===== config.mk =====
export PLATFORM = sky130hd
export DESIGN_NAME = axil_apb_top
export DESIGN_NICKNAME = d
export VERILOG_FILES = /design/src/source/axil_apb_pkg.sv /design/src/source/apb_if.sv /design/src/source/axil_apb_top.sv /design/src/source/apb_reg_bank.sv /design/src/source/axil2apb_bridge.sv /design/src/source/rr_arbiter.sv
export VERILOG_INCLUDE_DIRS = /design/src /design/src/source
export SDC_FILE = /design/constraint.sdc
export NUM_CORES = 1
export LEC_CHECK = 0
export BUFFER_PORTS_ARGS = -buffer_cell sky130_fd_sc_hd__buf_2
export CAP_MARGIN = 20
export CORE_UTILIZATION = 23
export CTS_CLUSTER_SIZE = 10
export DETAILED_ROUTE_END_ITERATION = 16
export PLACE_DENSITY = 0.47
export SYNTH_ARGS = -nofsm -noshare
export SYNTH_HDL_FRONTEND = slang
export SYNTH_SLANG_ARGS = --single-unit

===== constraint.sdc =====
create_clock -name clk -period 2.9 [get_ports clk]
set_input_delay 0.58 -clock clk [delete_from_list [all_inputs] [get_ports clk]]
set_output_delay 0.58 -clock clk [all_outputs]
set_load 0.1 [all_outputs]

===== src/source/axil_apb_config.svh =====
// Build-time settings shared by the bridge, the APB bus and the register bank
// Address width must be at least 12 and data width at least 32
// The last word of the bank is read-only and returns the identification value
`ifndef AXIL_APB_CONFIG_SVH
`define AXIL_APB_CONFIG_SVH

// Bus widths
`define AXIL_ADDR_WIDTH 12
`define AXIL_DATA_WIDTH 32

// Access cycles with pready low before the bank answers
`define APB_WAIT_STATES 1

// Number of 32-bit words in the bank
`define REG_COUNT 16

// Constant read back from word REG_COUNT-1
`define REG_ID_VALUE 32'hA4B0_0C17

// First word of the protected block that ends at word REG_COUNT-2
`define REG_PROT_FIRST 8

`endif

===== src/source/axil_apb_pkg.sv =====
// Types shared by the AXI4-Lite to APB bridge and the register bank
// Response encoding follows AXI4 with only OKAY and SLVERR in use
package axil_apb_pkg;

  // --------------------
  // AXI response
  // --------------------
  typedef enum logic [1:0] {
    OKAY   = 2'b00,
    SLVERR = 2'b10
  } axi_resp_t;

  // --------------------
  // Protection
  // --------------------
  // Same bit layout on AXI prot and APB pprot
  typedef logic [2:0] prot_t;

  // Bit 0 set marks a privileged access
  localparam int PROT_PRIV_BIT = 0;

  // --------------------
  // Bridge FSM
  // --------------------
  // One-hot so that every state is a single flop
  typedef enum logic [3:0] {
    IDLE   = 4'b0001,
    SETUP  = 4'b0010,
    ACCESS = 4'b0100,
    RESP   = 4'b1000
  } bridge_state_t;

endpackage


===== src/source/apb_if.sv =====
// APB bus between the bridge and a single slave
// No decoder so psel goes straight to the one bank
`timescale 1ns/1ps
`include "axil_apb_config.svh"

interface apb_if import axil_apb_pkg::*; ();

  // Request side driven by the bridge
  logic [`AXIL_ADDR_WIDTH-1:0]   paddr;
  logic                          psel;
  logic                          penable;
  logic                          pwrite;
  prot_t                         pprot;
  logic [`AXIL_DATA_WIDTH/8-1:0] pstrb;
  logic [`AXIL_DATA_WIDTH-1:0]   pwdata;

  // Completion side driven by the bank
  logic [`AXIL_DATA_WIDTH-1:0]   prdata;
  logic                          pready;
  logic                          pslverr;

  modport master (
    output paddr, psel, penable, pwrite, pprot, pstrb, pwdata,
    input  prdata, pready, pslverr
  );

  modport slave (
    input  paddr, psel, penable, pwrite, pprot, pstrb, pwdata,
    output prdata, pready, pslverr
  );

endinterface


===== src/source/axil_apb_top.sv =====
// AXI4-Lite slave ports in front of one APB register bank
// One transaction at a time with W+3 cycles from handshake to response
`timescale 1ns/1ps
`include "axil_apb_config.svh"

module axil_apb_top import axil_apb_pkg::*; (
  input  logic                          clk,
  input  logic                          reset,

  // Write address and data
  input  logic [`AXIL_ADDR_WIDTH-1:0]   awaddr,
  input  prot_t                         awprot,
  input  logic                          awvalid,
  output logic                          awready,
  input  logic [`AXIL_DATA_WIDTH-1:0]   wdata,
  input  logic [`AXIL_DATA_WIDTH/8-1:0] wstrb,
  input  logic                          wvalid,
  output logic                          wready,

  // Write response
  output axi_resp_t                     bresp,
  output logic                          bvalid,
  input  logic                          bready,

  // Read address and data
  input  logic [`AXIL_ADDR_WIDTH-1:0]   araddr,
  input  prot_t                         arprot,
  input  logic                          arvalid,
  output logic                          arready,
  output logic [`AXIL_DATA_WIDTH-1:0]   rdata,
  output axi_resp_t                     rresp,
  output logic                          rvalid,
  input  logic                          rready
);

  // Internal APB between bridge and bank
  apb_if apb_bus ();

  axil2apb_bridge u_bridge (
    .clk     (clk),
    .reset   (reset),
    .awaddr  (awaddr),
    .awprot  (awprot),
    .awvalid (awvalid),
    .awready (awready),
    .wdata   (wdata),
    .wstrb   (wstrb),
    .wvalid  (wvalid),
    .wready  (wready),
    .bresp   (bresp),
    .bvalid  (bvalid),
    .bready  (bready),
    .araddr  (araddr),
    .arprot  (arprot),
    .arvalid (arvalid),
    .arready (arready),
    .rdata   (rdata),
    .rresp   (rresp),
    .rvalid  (rvalid),
    .rready  (rready),
    .apb     (apb_bus.master)
  );

  apb_reg_bank u_bank (
    .clk   (clk),
    .reset (reset),
    .apb   (apb_bus.slave)
  );

endmodule


===== src/source/apb_reg_bank.sv =====
// APB register bank of REG_COUNT words with byte strobes and wait states
// Last word is read-only and returns REG_ID_VALUE
// Upper protected block needs the privileged bit in pprot
`timescale 1ns/1ps
`include "axil_apb_config.svh"

module apb_reg_bank import axil_apb_pkg::*; (
  input  logic clk,
  input  logic reset,
  apb_if.slave apb
);

  localparam int DW    = `AXIL_DATA_WIDTH;
  localparam int AW    = `AXIL_ADDR_WIDTH;
  localparam int IDX_W = $clog2(`REG_COUNT);
  localparam int CNT_W = ($clog2(`APB_WAIT_STATES + 1) > 0) ?
                         $clog2(`APB_WAIT_STATES + 1) : 1;

  // Writable words only since the ID word is a constant
  logic [DW-1:0]    regs [`REG_COUNT-1];
  logic [CNT_W-1:0] wait_cnt_q;
  logic [AW-3:0]    word_idx;
  logic [IDX_W-1:0] word_sel;
  logic             in_range;
  logic             is_id;
  logic             is_prot;
  logic             err;
  logic             access;
  logic             done;

  // --------------------
  // Wait states
  // --------------------
  assign access    = apb.psel && apb.penable;
  assign apb.pready = (wait_cnt_q == CNT_W'(`APB_WAIT_STATES));
  assign done      = access && apb.pready;

  // Counts ACCESS cycles and clears when the transfer completes
  always_ff @(posedge clk) begin
    if (reset) begin
      wait_cnt_q <= '0;
    end else if (done) begin
      wait_cnt_q <= '0;
    end else if (access) begin
      wait_cnt_q <= wait_cnt_q + 1'b1;
    end
  end

  // --------------------
  // Decode
  // --------------------
  // Word addressing so the byte offset bits are ignored
  assign word_idx = apb.paddr[AW-1:2];
  assign word_sel = word_idx[IDX_W-1:0];
  assign in_range = (word_idx < (AW-2)'(`REG_COUNT));
  assign is_id    = (word_idx == (AW-2)'(`REG_COUNT - 1));
  assign is_prot  = (word_idx >= (AW-2)'(`REG_PROT_FIRST)) &&
                    (word_idx <= (AW-2)'(`REG_COUNT - 2));

  assign err = !in_range
            || (apb.pwrite && is_id)
            || (is_prot && !apb.pprot[PROT_PRIV_BIT]);

  assign apb.pslverr = err;

  // Zero on error and on writes
  always_comb begin
    apb.prdata = '0;
    if (!err && !apb.pwrite) begin
      apb.prdata = is_id ? DW'(`REG_ID_VALUE) : regs[word_sel];
    end
  end

  // --------------------
  // Storage
  // --------------------
  // Only bytes with their strobe set are updated
  always_ff @(posedge clk) begin
    if (reset) begin
      for (int i = 0; i < `REG_COUNT - 1; i++) begin
        regs[i] <= '0;
      end
    end else if (done && apb.pwrite && !err) begin
      for (int b = 0; b < DW / 8; b++) begin
        if (apb.pstrb[b]) begin
          regs[word_sel][8*b +: 8] <= apb.pwdata[8*b +: 8];
        end
      end
    end
  end

  // Master protocol check on the setup to access order
  a_penable_after_setup: assert property (
    @(posedge clk) disable iff (reset)
    $rose(apb.penable) |-> (apb.psel && $past(apb.psel && !apb.penable))
  );

endmodule


===== src/source/axil2apb_bridge.sv =====
// AXI4-Lite slave to APB master with one transaction in flight
// No bursts, IDs or outstanding requests
// Read and write requests in IDLE are arbitrated round-robin
`timescale 1ns/1ps
`include "axil_apb_config.svh"

module axil2apb_bridge import axil_apb_pkg::*; (
  input  logic                          clk,
  input  logic                          reset,

  // Write address and data
  input  logic [`AXIL_ADDR_WIDTH-1:0]   awaddr,
  input  prot_t                         awprot,
  input  logic                          awvalid,
  output logic                          awready,
  input  logic [`AXIL_DATA_WIDTH-1:0]   wdata,
  input  logic [`AXIL_DATA_WIDTH/8-1:0] wstrb,
  input  logic                          wvalid,
  output logic                          wready,

  // Write response
  output axi_resp_t                     bresp,
  output logic                          bvalid,
  input  logic                          bready,

  // Read address and data
  input  logic [`AXIL_ADDR_WIDTH-1:0]   araddr,
  input  prot_t                         arprot,
  input  logic                          arvalid,
  output logic                          arready,
  output logic [`AXIL_DATA_WIDTH-1:0]   rdata,
  output axi_resp_t                     rresp,
  output logic                          rvalid,
  input  logic                          rready,

  apb_if.master                         apb
);

  bridge_state_t state_q, state_d;

  // Transaction captured at the handshake
  logic [`AXIL_ADDR_WIDTH-1:0]   addr_q;
  logic [`AXIL_DATA_WIDTH-1:0]   data_q;
  logic [`AXIL_DATA_WIDTH/8-1:0] strb_q;
  prot_t                         prot_q;
  logic                          write_q;

  // Completion captured from the bank
  logic                          err_q;
  logic [`AXIL_DATA_WIDTH-1:0]   rdata_q;

  logic write_req, read_req;
  logic write_grant, read_grant;
  logic any_grant;
  logic access_done;

  // --------------------
  // Arbitration
  // --------------------
  // Requests only count while idle
  assign write_req = awvalid && wvalid && (state_q == IDLE);
  assign read_req  = arvalid && (state_q == IDLE);
  assign any_grant = write_grant || read_grant;

  // Bit 1 is the write side so write wins the first tie after reset
  rr_arbiter u_arb (
    .clk     (clk),
    .reset   (reset),
    .request ({write_req, read_req}),
    .grant   ({write_grant, read_grant})
  );

  // Payload registers load on the winning request
  always_ff @(posedge clk) begin
    if (any_grant) begin
      addr_q  <= write_grant ? awaddr : araddr;
      prot_q  <= write_grant ? awprot : arprot;
      data_q  <= wdata;
      strb_q  <= wstrb;
      write_q <= write_grant;
    end
  end

  // --------------------
  // APB FSM
  // --------------------
  assign access_done = (state_q == ACCESS) && apb.pready;

  always_comb begin
    state_d = state_q;
    unique case (state_q)
      IDLE:   if (any_grant) state_d = SETUP;
      SETUP:  state_d = ACCESS;
      ACCESS: if (apb.pready) state_d = RESP;
      RESP: begin
        // Leave on the edge where the master takes the response
        if ((write_q && bready) || (!write_q && rready)) begin
          state_d = IDLE;
        end
      end
      default: state_d = IDLE;
    endcase
  end

  always_ff @(posedge clk) begin
    if (reset) begin
      state_q <= IDLE;
    end else begin
      state_q <= state_d;
    end
  end

  // prdata and pslverr are only meaningful on the completing cycle
  always_ff @(posedge clk) begin
    if (access_done) begin
      err_q   <= apb.pslverr;
      rdata_q <= apb.prdata;
    end
  end

  // --------------------
  // AXI outputs
  // --------------------
  // Handshake is combinational with the grant
  assign awready = write_grant;
  assign wready  = write_grant;
  assign arready = read_grant;

  assign bvalid = (state_q == RESP) && write_q;
  assign rvalid = (state_q == RESP) && !write_q;
  assign bresp  = err_q ? SLVERR : OKAY;
  assign rresp  = err_q ? SLVERR : OKAY;
  assign rdata  = rdata_q;

  // APB request side straight from the captured transaction
  assign apb.psel    = (state_q == SETUP) || (state_q == ACCESS);
  assign apb.penable = (state_q == ACCESS);
  assign apb.paddr   = addr_q;
  assign apb.pwrite  = write_q;
  assign apb.pprot   = prot_q;
  assign apb.pstrb   = strb_q;
  assign apb.pwdata  = data_q;

  // --------------------
  // Checks
  // --------------------
  a_state_known: assert property (
    @(posedge clk) disable iff (reset) !$isunknown(state_q)
  );

  // No handshake while an APB transfer or a response is in progress
  a_ready_only_idle: assert property (
    @(posedge clk) disable iff (reset)
    (awready || wready || arready) |-> !(apb.psel || bvalid || rvalid)
  );

  // Responses stay put under back-pressure
  a_bvalid_hold: assert property (
    @(posedge clk) disable iff (reset)
    (bvalid && !bready) |=> (bvalid && $stable(bresp))
  );

  a_rvalid_hold: assert property (
    @(posedge clk) disable iff (reset)
    (rvalid && !rready) |=> (rvalid && $stable(rresp) && $stable(rdata))
  );

endmodule


===== src/source/rr_arbiter.sv =====
// Round-robin arbiter for exactly two requesters
// Grant is combinational from request and the registered pointer
`timescale 1ns/1ps

module rr_arbiter (
  input  logic       clk,
  input  logic       reset,
  input  logic [1:0] request,
  output logic [1:0] grant
);

  // Pointer value 1 gives requester 1 priority
  logic prio_q;

  // --------------------
  // Grant logic
  // --------------------
  // Lone requester always wins
  // On a tie the pointer decides
  always_comb begin
    grant[1] = request[1] && (!request[0] || prio_q);
    grant[0] = request[0] && (!request[1] || !prio_q);
  end

  // --------------------
  // Priority pointer
  // --------------------
  // Starts at requester 1 and flips on every grant
  always_ff @(posedge clk) begin
    if (reset) begin
      prio_q <= 1'b1;
    end else if (|grant) begin
      prio_q <= !prio_q;
    end
  end

  // Never two winners and never a grant without its request
  a_grant_valid: assert property (
    @(posedge clk) disable iff (reset)
    $onehot0(grant) && ((grant & ~request) == 2'b00)
  );

endmodule


---- After elaboration in Yosys (flattened, before gate mapping) ----
Memories as Yosys holds them, arrays and structs flattened. A register that Yosys moved wholly into a read port is not among the register bits.
Index checks and enable logic that the tools add are counted.
word-level totals
  flip-flop bits (word level) ............. 89
  bits in writable memories ............... 480
  input bits .............................. 73
  output and inout bits ................... 41
  logic and storage cells ................. 92
  memories kept ........................... 1
memories
  memory       words  bits a word  read ports  clocked after memory_dff  wr ports  line                text
  u_bank.regs  15     32           1           1                         15        apb_reg_bank.sv:20  logic [DW-1:0] regs [`REG_COUNT-1];
cells by class
  add/sub/neg operators ................... 1
  magnitude comparators ................... 3
  equal/unequal tests ..................... 8
  mux-type cells .......................... 30
  bitwise gates (word level) .............. 1
  reduce and logical (&&, ||, !) cells .... 37
operators with widths
  cell                                                                               number
  32-bit 2-to-1 mux                                                                  2
  32-bit OR reduction                                                                1
  4-bit 2-to-1 mux                                                                   6
  1-bit 2-to-1 mux                                                                   19
  1-bit logical AND                                                                  18
  4-bit case mux with 4 select lines                                                 1
  12-bit 2-to-1 mux                                                                  1
  10-bit by 4-bit equality test with 1-bit output, second input constant             1
  10-bit by 4-bit >= comparator with 1-bit output, second input constant             1
  10-bit by 4-bit less-or-equal comparator with 1-bit output, second input constant  1
  10-bit by 5-bit less-than comparator with 1-bit output, second input constant      1
  1-bit zero test                                                                    7
  1-bit logical OR                                                                   7
  2-bit OR reduction                                                                 3
  4-bit by 1-bit equality test with 1-bit output, second input constant              1
  4-bit by 2-bit equality test with 1-bit output, second input constant              1
  4-bit by 3-bit equality test with 1-bit output, second input constant              1
  4-bit equality test, second input constant                                         1
  2-bit by 1-bit inequality test with 1-bit output, second input constant            2
  3-bit AND reduction                                                                1
  2-bit 2-to-1 mux                                                                   1
  2-bit inequality test, second input constant                                       1
  1-bit adder, second input constant                                                 1
  1-bit inverter                                                                     1

---- Depth between registers and ports, before layout ----
Gate-level depths: netlist of the first run.
  depth in word-level cells ............... 11
  mapped depth ............................ 8
  depth with buffers taken out ............ 4

---- By module ----
Synthesis of the first run repeated with hierarchy kept, for this count alone.
second synthesis, totals
  cell total of the unflattened synthesis .. 1621
  area total of the unflattened synthesis .. 26485.4 sq um
modules (own cells, without submodules)
  module           times used  cells an instance  area an instance (sq um)  sequential area each (sq um)
  apb_reg_bank     1           1480               23427.5                   15394.8
  axil2apb_bridge  1           134                3000.4                    2632.5
  rr_arbiter       1           7                  57.6                      20.0

---- Least setup slack after synthesis of the first run ----
No wires, ideal clock.
  path kind ............................... register to register
  from .................................... register u_bridge.state_q[1]
  to ...................................... register with a tool-made name
  setup time .............................. 0.124 ns
  data arrival time ....................... 3.028 ns
  data required time ...................... 2.776 ns
  path slack .............................. -0.252 ns
  stages on the path, launching flop included .. 6
  path buffers ............................ 2
  period minus slack after synthesis ...... 3.152 ns
  path through ............................ dfxtp_1 clkbuf_1 nor4b_1 nor2b_1 clkbuf_1 mux2_2
RTL lines
  what                      line                    text
  start: declaration        axil2apb_bridge.sv:39   bridge_state_t state_q, state_d;
  start signal: assignment  axil2apb_bridge.sv:109  state_q <= state_d;

==> run metrics, run 1 <==
status complete, no violations; Root Buffer Master clkbuf_16; largest net degree at the start of global routing 66; Final GP Congestion 0.768; setup_tns 0 ps; DP Cell Count 3,312; first-pass GRT wire length 101,000 um; Async S/R FF share, synth 0%; die width 338 um; Port Buffers 103; Hold Vio Cnt, Final 0; CP Max Fanout 10; worst slew margin relative to its limit approximately 50%; cts hold-fix bufs 0; post-synthesis cell type count 42; starting density of the core between 20 and 25%; Wirelength per Cell 20.1 um; CP Class register to register; placed cell areas slightly below 30,000 sq um; CP arrival 3030 ps; Max Clock Freq roughly 0.37 GHz; nets 1,958; DIE AREA between 100,000 and 150,000 sq um; critical path's most frequent cell buf_4; CP bufs+invs 3; Post-Syn Instances 1,657; CP top delay family simple AND/OR/NAND/NOR gates; Power Density 667 nW/um^2; H-tree Lvls 3; DR pass1 iterations 5; Hold Path Stages 1; DP Wirelength about 47,000 um; CP peak stage delay 590 ps; worst slew pin tran 743 ps; Max Cap Viol 0; R2R Setup Slk 180 ps; drt initial violations 1,108; routed via count around 15,000; Yosys warning total 0; RSZ-0062 raised after global routing no; slowest stage cell, crit path or4_4; Finished Layout Cells 3,405; vias in the first global route 15,300; cell taking the most area after synthesis edfxtp_1; Final Max Slew Viols 0; total grt overflow 0; Num CTS Buffers 71; via/cell ratio roughly 4.3; RR Endpoint u_bank.regs[1][15]; GRT Total Usage 11.9%; CP startpoint kind register; final setup violation count 0; Crit Reg-Reg Startpoint u_bridge.apb.paddr[6]; sequential-to-total area share from yosys stat 69.2%; CTS tree yes; worst vdd rail ir drop ~0.41 mV; Fin Hold WS between 100 and 150 ps; FP Rows 123; worst skew pair latency 620 ps; Die H 338 um; IO Pins around 110; post-route ant nets 0; FF-to-FF path depth 7; core area between 100,000 and 150,000 sq um; ANT cells 0; Layout area overhead 20.5%; Clock Skews 28.1 ps; worst path cell trace or4_4 -> a211oi_4 -> buf_4 -> nand3_1 -> buf_4 -> o21bai_1 -> buf_4; Remaining DRCs 0; EDFF count, synth 593; initial antenna violation count 1; clock tree buffer depth 3; Hold Crit Class input pin to register; Mapped Avg Cell Area between 15 and 20 sq um; Hold Path Origin wdata[9]; Period Utilization, post-route a little over nine tenths; post-route cell area 31,400 sq um; share of the synthesized area in the top cell type 68.4%; Final WS setup 184 ps; Worst Setup End Kind register; Top FF cell, synth edfxtp_1; Post-Place Setup Slack 176 ps; Post-Syn Area ~26,000 sq um; clk sinks 603; layout cells sized above 1 29.3%; crit path time final 2720 ps; aggregate routed wire length 68,400 um; Hold EP u_bridge.apb.pwdata[9]; leakage 10.3 nW; Worst-path clk slew 50 ps; Data required, critical path ~3200 ps; largest cells by area after synthesis edfxtp_1, mux4_2, nor2_1; Synth Register Bits ~600
==> cell usage after synthesis (2+ instances only) <==
master    number
edfxtp_1     593
nor2_1       485
mux4_2       128
clkbuf_1      85
o21bai_1      60
mux2i_1       54
buf_2         46
nand2_1       29
nand4_4       29
mux2_2        27
o22ai_1       20
buf_1         13
nand3_1       12
o211ai_1      12
dfxtp_1       10
buf_4          9
nor2b_1        8
buf_6          4
nor4b_1        3
o21ai_0        3
a21oi_1        2
inv_1          2
nand4_1        2
or2_2          2
xnor2_1        2
==> stage by stage <==
| stage | utilization (%) | total power, mW |
|---|---|---|
| CTS | 27.9 | 21.2 |
| finish | 27.9 | 20.9 |
| global route | 27.9 | 21.6 |
| global placement | 26.1 | 13.1 |
| floorplan | - | 12.1 |
| detailed placement | 26.1 | 13.1 |
==> layer usage <==
layer	global-route usage [%]	wire length (um)	vias up	share of wire [%]
met4	3.80	1360	0	2.0
met1	15.9	30400	7706	44
li1	-	-	6604	-
met5	0	0	-	0
met3	1.63	3180	74	4.6
met2	19.8	33500	380	49
==> cell type report <==
class,instances,area (sq um)
Clock buffer,88,1950
Clock inverter,5,37.5
Fill cell,11400,81000
Inverter,2,7.51
Multi-Input combinational cell,928,7440
Sequential cell,603,18000
Tap cell,1500,1880
Timing Repair Buffer,279,2030
==> worst max-delay path by stage <==
stage	slack [ps]	endpoint	startpoint	depth (start not counted)
after floorplan	120	rvalid	u_bridge.state_q[1]	3
after global placement	210	u_bank.regs[1][14]	u_bridge.apb.paddr[6]	7
after detailed placement	180	u_bank.regs[1][14]	u_bridge.apb.paddr[6]	7
after CTS	50	wready	u_bridge.state_q[1]	4
after global routing	20	u_bank.regs[1][15]	u_bridge.apb.paddr[6]	7
final	180	u_bank.regs[1][15]	u_bridge.apb.paddr[6]	7
==> where the power goes <==
group | switching, mW | internal (mW) | leakage (nW)
registers | 0.254 | 9.96 | 6.06
clock network | 3.33 | 4.65 | 0.967
logic | 1.49 | 1.22 | 3.30
==> sequential cells by signal, summed over array words and instances (netlist names), named ones only <==
name / cells
u_bridge.err_q: 1
u_bank.apb.pready: 1
u_bridge.apb.paddr: 10
u_bridge.apb.pstrb: 4
u_bridge.state_q: 4
u_bridge.u_arb.prio_q: 1
u_bridge.apb.pwrite: 1
u_bank.regs: 512
u_bridge.rdata: 32
u_bridge.apb.pwdata: 32
u_bridge.apb.pprot: 1
==> kinds of logic after synthesis <==
family          share of synthesized area, %
flops                                   69.2
simple gates                            10.7
mux                                     14.3
buf+inv                                 2.76
compound gates                          2.89
xor+xnor                               0.101
other cells                           0.0144
==> cells in the final DEF, fill, tap and decap left out, types with 2 or more instances in the layout <==
master	Yosys	final
nand3_1	12	12
clkbuf_1	85	11
dfxtp_4	0	3
nand2_1	29	29
mux2_2	27	27
o211ai_1	12	12
nor4b_1	3	3
o22ai_1	20	20
inv_6	0	3
mux2i_1	54	54
edfxtp_1	593	593
buf_2	46	101
clkbuf_8	0	2
buf_4	9	163
o21bai_1	60	60
conb_1	1	34
buf_12	0	15
nand4_4	29	29
dfxtp_1	10	7
o21ai_0	3	3
a21oi_1	2	2
nor2_1	485	485
nand4_1	2	2
clkbuf_16	0	75
xnor2_1	2	2
nor2b_1	8	7
mux4_2	128	128
or2_2	2	2
a2111oi_2	1	2
==> what timing repair did <==
item | in CTS | in global routing
setup endpoints to repair | 0 | 2
buffers inserted | 0 | 0
resized for setup | 0 | 1
(Power assumes the default switching activity.)
==> run 2: changes to the inputs <==
Settings changed: CELL_PAD_IN_SITES_DETAIL_PLACEMENT set to 0, CELL_PAD_IN_SITES_GLOBAL_PLACEMENT set to 2, CORE_UTILIZATION 23 to 41, PLACE_DENSITY 0.47 to 0.84, REMOVE_ABC_BUFFERS set to 1.
==> run metrics, run 2 (synthesized netlist as in run 1, its figures left out) <==
R2R Setup Slk 250 ps; worst vdd rail ir drop 0.349 mV; CP Class register to output port; clock tree buffer depth 3; Clock Power Share 37.6%; Largest Register u_bank.regs; worst path cell trace nor4b_1 -> buf_4 -> o2111a_2 -> buf_12; CP arrival 2070 ps; Met2 Wirelength between 20,000 and 30,000 um; aggregate routed wire length 63,300 um; Period Utilization, post-route around nine tenths; Fin Hold WS 167 ps; Layout area overhead 16.7%; nets between 1,500 and 2,000; via/cell ratio 5.48; CP peak stage delay 400 ps; clk sinks about 600; Num CTS Buffers between 70 and 80; worst slew pin tran ~800 ps; setup_tns 0 ps; leakage 10.2 nW; max reg flops ~510; commonest non-fill, non-tap cell in the layout edfxtp_1; crit path time final 2650 ps; H-tree Lvls 3; Internal Power around 16 mW; worst slew margin relative to its limit 45.2%; post-CTS sizing 0; post-route ant nets 0; Data required, critical path 2320 ps; worst skew pair latency roughly 600 ps; Port Buffers roughly 100; ANT cells 0; DIE AREA 64,500 sq um; RSZ-0062 raised after global routing no; CP startpoint u_bridge.state_q[1]; status complete, no violations; Final Util 48.9%; Power Density 678 nW/um^2; CTS tree yes; Final GP Congestion 0.787; Wirelength per Cell approximately 23 um; DP Wirelength 41,500 um; Comb pwr share 12.8%; first-pass GRT wire length 94,700 um; RR Endpoint u_bank.regs[0][27]; Max Clock Freq 0.377 GHz; Root Buffer Master clkbuf_16; placed cell areas 28,400 sq um; final setup violation count 0; FP Rows 91; CP startpoint kind register; CP top delay family buffers and inverters; post-route cell area 30,400 sq um; Hold Crit Class input pin to register; Post CTS Setup Buffer Count 0; wl on met1 26,700 um; Clock Skews 16.7 ps; Final Max Slew Viols 0; Crit Reg-Reg Startpoint u_bridge.apb.paddr[6]; slowest stage cell, crit path o2111a_2; crit path to wready; Post-Place Setup Slack 251 ps; starting density of the core around two fifths; Tot Pwr 20.6 mW; IO Pins between 100 and 150; Final WS setup 248 ps; layout cells sized above 1 28.4%; total grt overflow 0; Worst Setup End Kind output port; switching share of power 23.6%; Worst-path clk slew 50 ps; Hold Vio Cnt, Final 0; wire length on met3 5050 um; most frequent cells in the layout edfxtp_1, nor2_1, buf_4; CP bufs+invs 2; max layer used met4; die width around 250 um; Remaining DRCs 0; Die H 254 um; drt initial violations 1,424; DR pass1 iterations 5; number of cells on the critical path 4; Max Cap Viol 0; GRT Total Usage 20.1%; largest net degree at the start of global routing 66; FF-to-FF path depth 7; cts hold-fix bufs 0; routed via count 15,000; DP Cell Count 2,636; core area 62,200 sq um; initial antenna violation count 0; Psw 4.86 mW; Finished Layout Cells 2,735; CP Max Fanout 11; power share of the sequential group 49.6%; vias in the first global route 15,200
run 2: changes by cell type in the layout (fill, tap and decap cells not counted):
cell,delta
inv_6,-3
clkbuf_1,+11
nand3_2,+1
clkbuf_8,-1
buf_12,-1
clkinv_1,+2
clkbuf_16,-2
nand3_1,-1
clkinvlp_4,-1
buf_4,-12
run 2: worst min path at each step:
stage | start | slack [ps] | cells past startpoint | to
final | wdata[16] | 170 | 1 | u_bridge.apb.pwdata[16]
after floorplan | u_bridge.apb.pwdata[0] | 430 | 0 | u_bank.regs[15][0]
after global routing | wdata[21] | 150 | 1 | u_bridge.apb.pwdata[21]
after global placement | u_bridge.apb.pwdata[0] | 440 | 0 | u_bank.regs[15][0]
after CTS | wdata[16] | 130 | 1 | u_bridge.apb.pwdata[16]
after detailed placement | u_bridge.apb.pwdata[7] | 440 | 0 | u_bank.regs[15][7]
run 2: final cells by class:
class / count / area [sq um]
fillers: 5298 / 31800
flip-flops and latches: 603 / 18000
multi-input cells: 928 / 7450
clock buffers: 96 / 1920
repair buffers: 266 / 1920
well taps: 837 / 1050
clock inverters: 3 / 11.3
inverters: 2 / 7.51
run 2: per-layer routing:
layer	vias up	GRT usage, %
met1	7674	28.3
met2	617	31.1
met5	-	0
li1	6582	-
met4	0	7.57
met3	104	3.75
run 2: worst register-to-register path, stage by stage (launching register included):
cell	delay [ps]
edfxtp_1	350
or4_4	590
a211oi_4	430
buf_12	170
nand3_1	160
buf_4	250
o21bai_1	150
buf_4	230
run 2: power groups by stage:
stage | clock [mW] | sequential, mW | combinational, mW
global route | 8.18 | 10.3 | 2.81
detailed placement | 0 | 10.4 | 2.67
floorplan | 0 | 10.6 | 1.62
finish | 7.75 | 10.2 | 2.64
CTS | 7.88 | 10.2 | 2.67
global placement | 0 | 10.4 | 2.65
==> run 3: changes to the inputs <==
Settings changed: ABC_AREA set to 1, CELL_PAD_IN_SITES_GLOBAL_PLACEMENT 2 to 1, CORE_UTILIZATION 41 to 45, PLACE_DENSITY 0.84 to 0.86.
==> run metrics, run 3 <==
CP Class register to output port; layout cells sized above 1 12.9%; EDFF count, synth between 500 and 600; Synth Register Bits 603; drt initial violations roughly 1,800; GRT Total Usage about 22%; CP startpoint kind register; cts hold-fix bufs 0; commonest non-fill, non-tap cell in the layout nor2_1; Post-Place Setup Slack just under 500 ps; clock tree buffer depth 3; Remaining DRCs 0; post-CTS sizing 0; nets 2,894; Power Density 786 nW/um^2; final setup violation count 0; worst slew pin tran between 1000 and 1500 ps; Num CTS Buffers 71; cell taking the most area after synthesis edfxtp_1; total grt overflow 0; via/cell ratio around 5.4; Final Util 51.5%; status complete, no violations; largest cells by area after synthesis edfxtp_1, nor2_1, nand2_1; worst vdd rail ir drop roughly 0.60 mV; placed cell areas 29,200 sq um; Max Cap Viol 0; DIE AREA about 63,000 sq um; post-route ant nets 0; Async S/R FF share, synth 0%; H-tree Lvls 3; starting density of the core 45.8%; Final GP Congestion 0.871; worst skew pair latency 600 ps; initial antenna violation count 0; Hold Crit Class input pin to register; share of the synthesized area in the top cell type 64.2%; leakage 12.6 nW; largest net degree at the start of global routing 202; Max Clock Freq 0.390 GHz; Post-Syn Instances roughly 2,700; met2 Usage GRT 37.1%; die width ~250 um; Wirelength per Cell about 19 um; aggregate routed wire length 69,200 um; GRT busiest layer met2; Post-Syn Area about 28,000 sq um; ANT cells 0; GR Util met3 under 10%; max reg flops a little over 500; IO Pins 114; routed via count 19,500; Clock Skews 18.6 ps; Hold Vio Cnt, Final 0; DP Wirelength ~44,000 um; sequential-to-total area share from yosys stat 64.9%; worst slew margin relative to its limit 32.9%; clk sinks 603; GRT met1 Usage 28.2%; Final WS setup around 340 ps; post-route cell area 31,200 sq um; Largest Register u_bank.regs; CTS tree yes; Yosys warning total 0; most frequent cells in the layout nor2_1, edfxtp_1, nand2_1; Fin Hold WS 159 ps; Post CTS Setup Buffer Count 0; core area 60,600 sq um; vias in the first global route approximately 19,000; Worst-path clk slew 50 ps; Port Buffers 103; DR pass1 iterations 7; Final Max Slew Viols 0; first-pass GRT wire length between 100,000 and 150,000 um; RSZ-0062 raised after global routing no; Data required, critical path 2320 ps; Period Utilization, post-route between 80% and 90%; crit path time final 2560 ps; Top FF cell, synth edfxtp_1; most frequent cells after synthesis nor2_1, edfxtp_1, nand2_1, nand3_1, inv_1; CP Max Fanout 3; post-synthesis cell type count 31; Root Buffer Master clkbuf_16; Die H 250 um; Worst Setup End Kind output port; FP Rows 90; CP arrival 1980 ps; Layout area overhead 12.4%; most common cell in the netlist nor2_1; Mapped Avg Cell Area around 10 sq um
[run 3: worst paths after layout]
| kind | cells after the start | slack (ps) | end | startpoint |
|---|---|---|---|---|
| hold / removal | 1 | 160 | u_bridge.apb.pwdata[18] | wdata[18] |
| setup / recovery | 6 | 340 | awready | u_bridge.state_q[2] |
| hold reg to reg | 0 | 440 | u_bank.regs[15][11] | u_bridge.apb.pwdata[11] |
| setup reg to reg | 6 | 480 | u_bank.regs[5][20] | u_bridge.apb.paddr[5] |
[run 3: kinds of logic after synthesis]
logic type | synth area share [%]
compound gates | 3.98
buf+inv | 5.36
flops | 64.9
other cells | 0.0135
simple gates | 25.7
[run 3: per-stage QoR]
stage	total power [mW]	setup TNS, ps	std cells
after CTS	24.5	0	3632
after detailed placement	16.8	0	3530
after global routing	25.6	0	3632
after floorplan	14.5	-745680	2586
final	24.5	0	3632
after global placement	16.7	0	3530
[run 3: where the power goes]
part	switching, mW	internal (mW)
combinational	4.67	1.68
clock	3.27	4.55
sequential	0.230	10.1
[run 3: critical path, stage by stage, from the launching register on]
cell and delay (ps):
dfxtp_1 330, nor2_1 130, nand3_1 140, nor2_1 110, nand2_1 210, inv_1 250
buf_12 210
[run 3: cell type report]
class                           instances  area [sq um]
Clock buffer                           94          1910
Clock inverter                          8          50.0
Fill cell                            5290         29400
Inverter                              184           698
Multi-Input combinational cell       1799          8380
Sequential cell                       603         18000
Tap cell                              782           978
Timing Repair Buffer                  162          1150
[run 3: routing by layer]
layer,routed length [um],part of all wire (%),up-vias
li1,-,-,9181
met1,27800,40,9352
met2,33700,49,813
met3,5490,7.9,142
met4,2300,3.3,0
met5,0,0,-
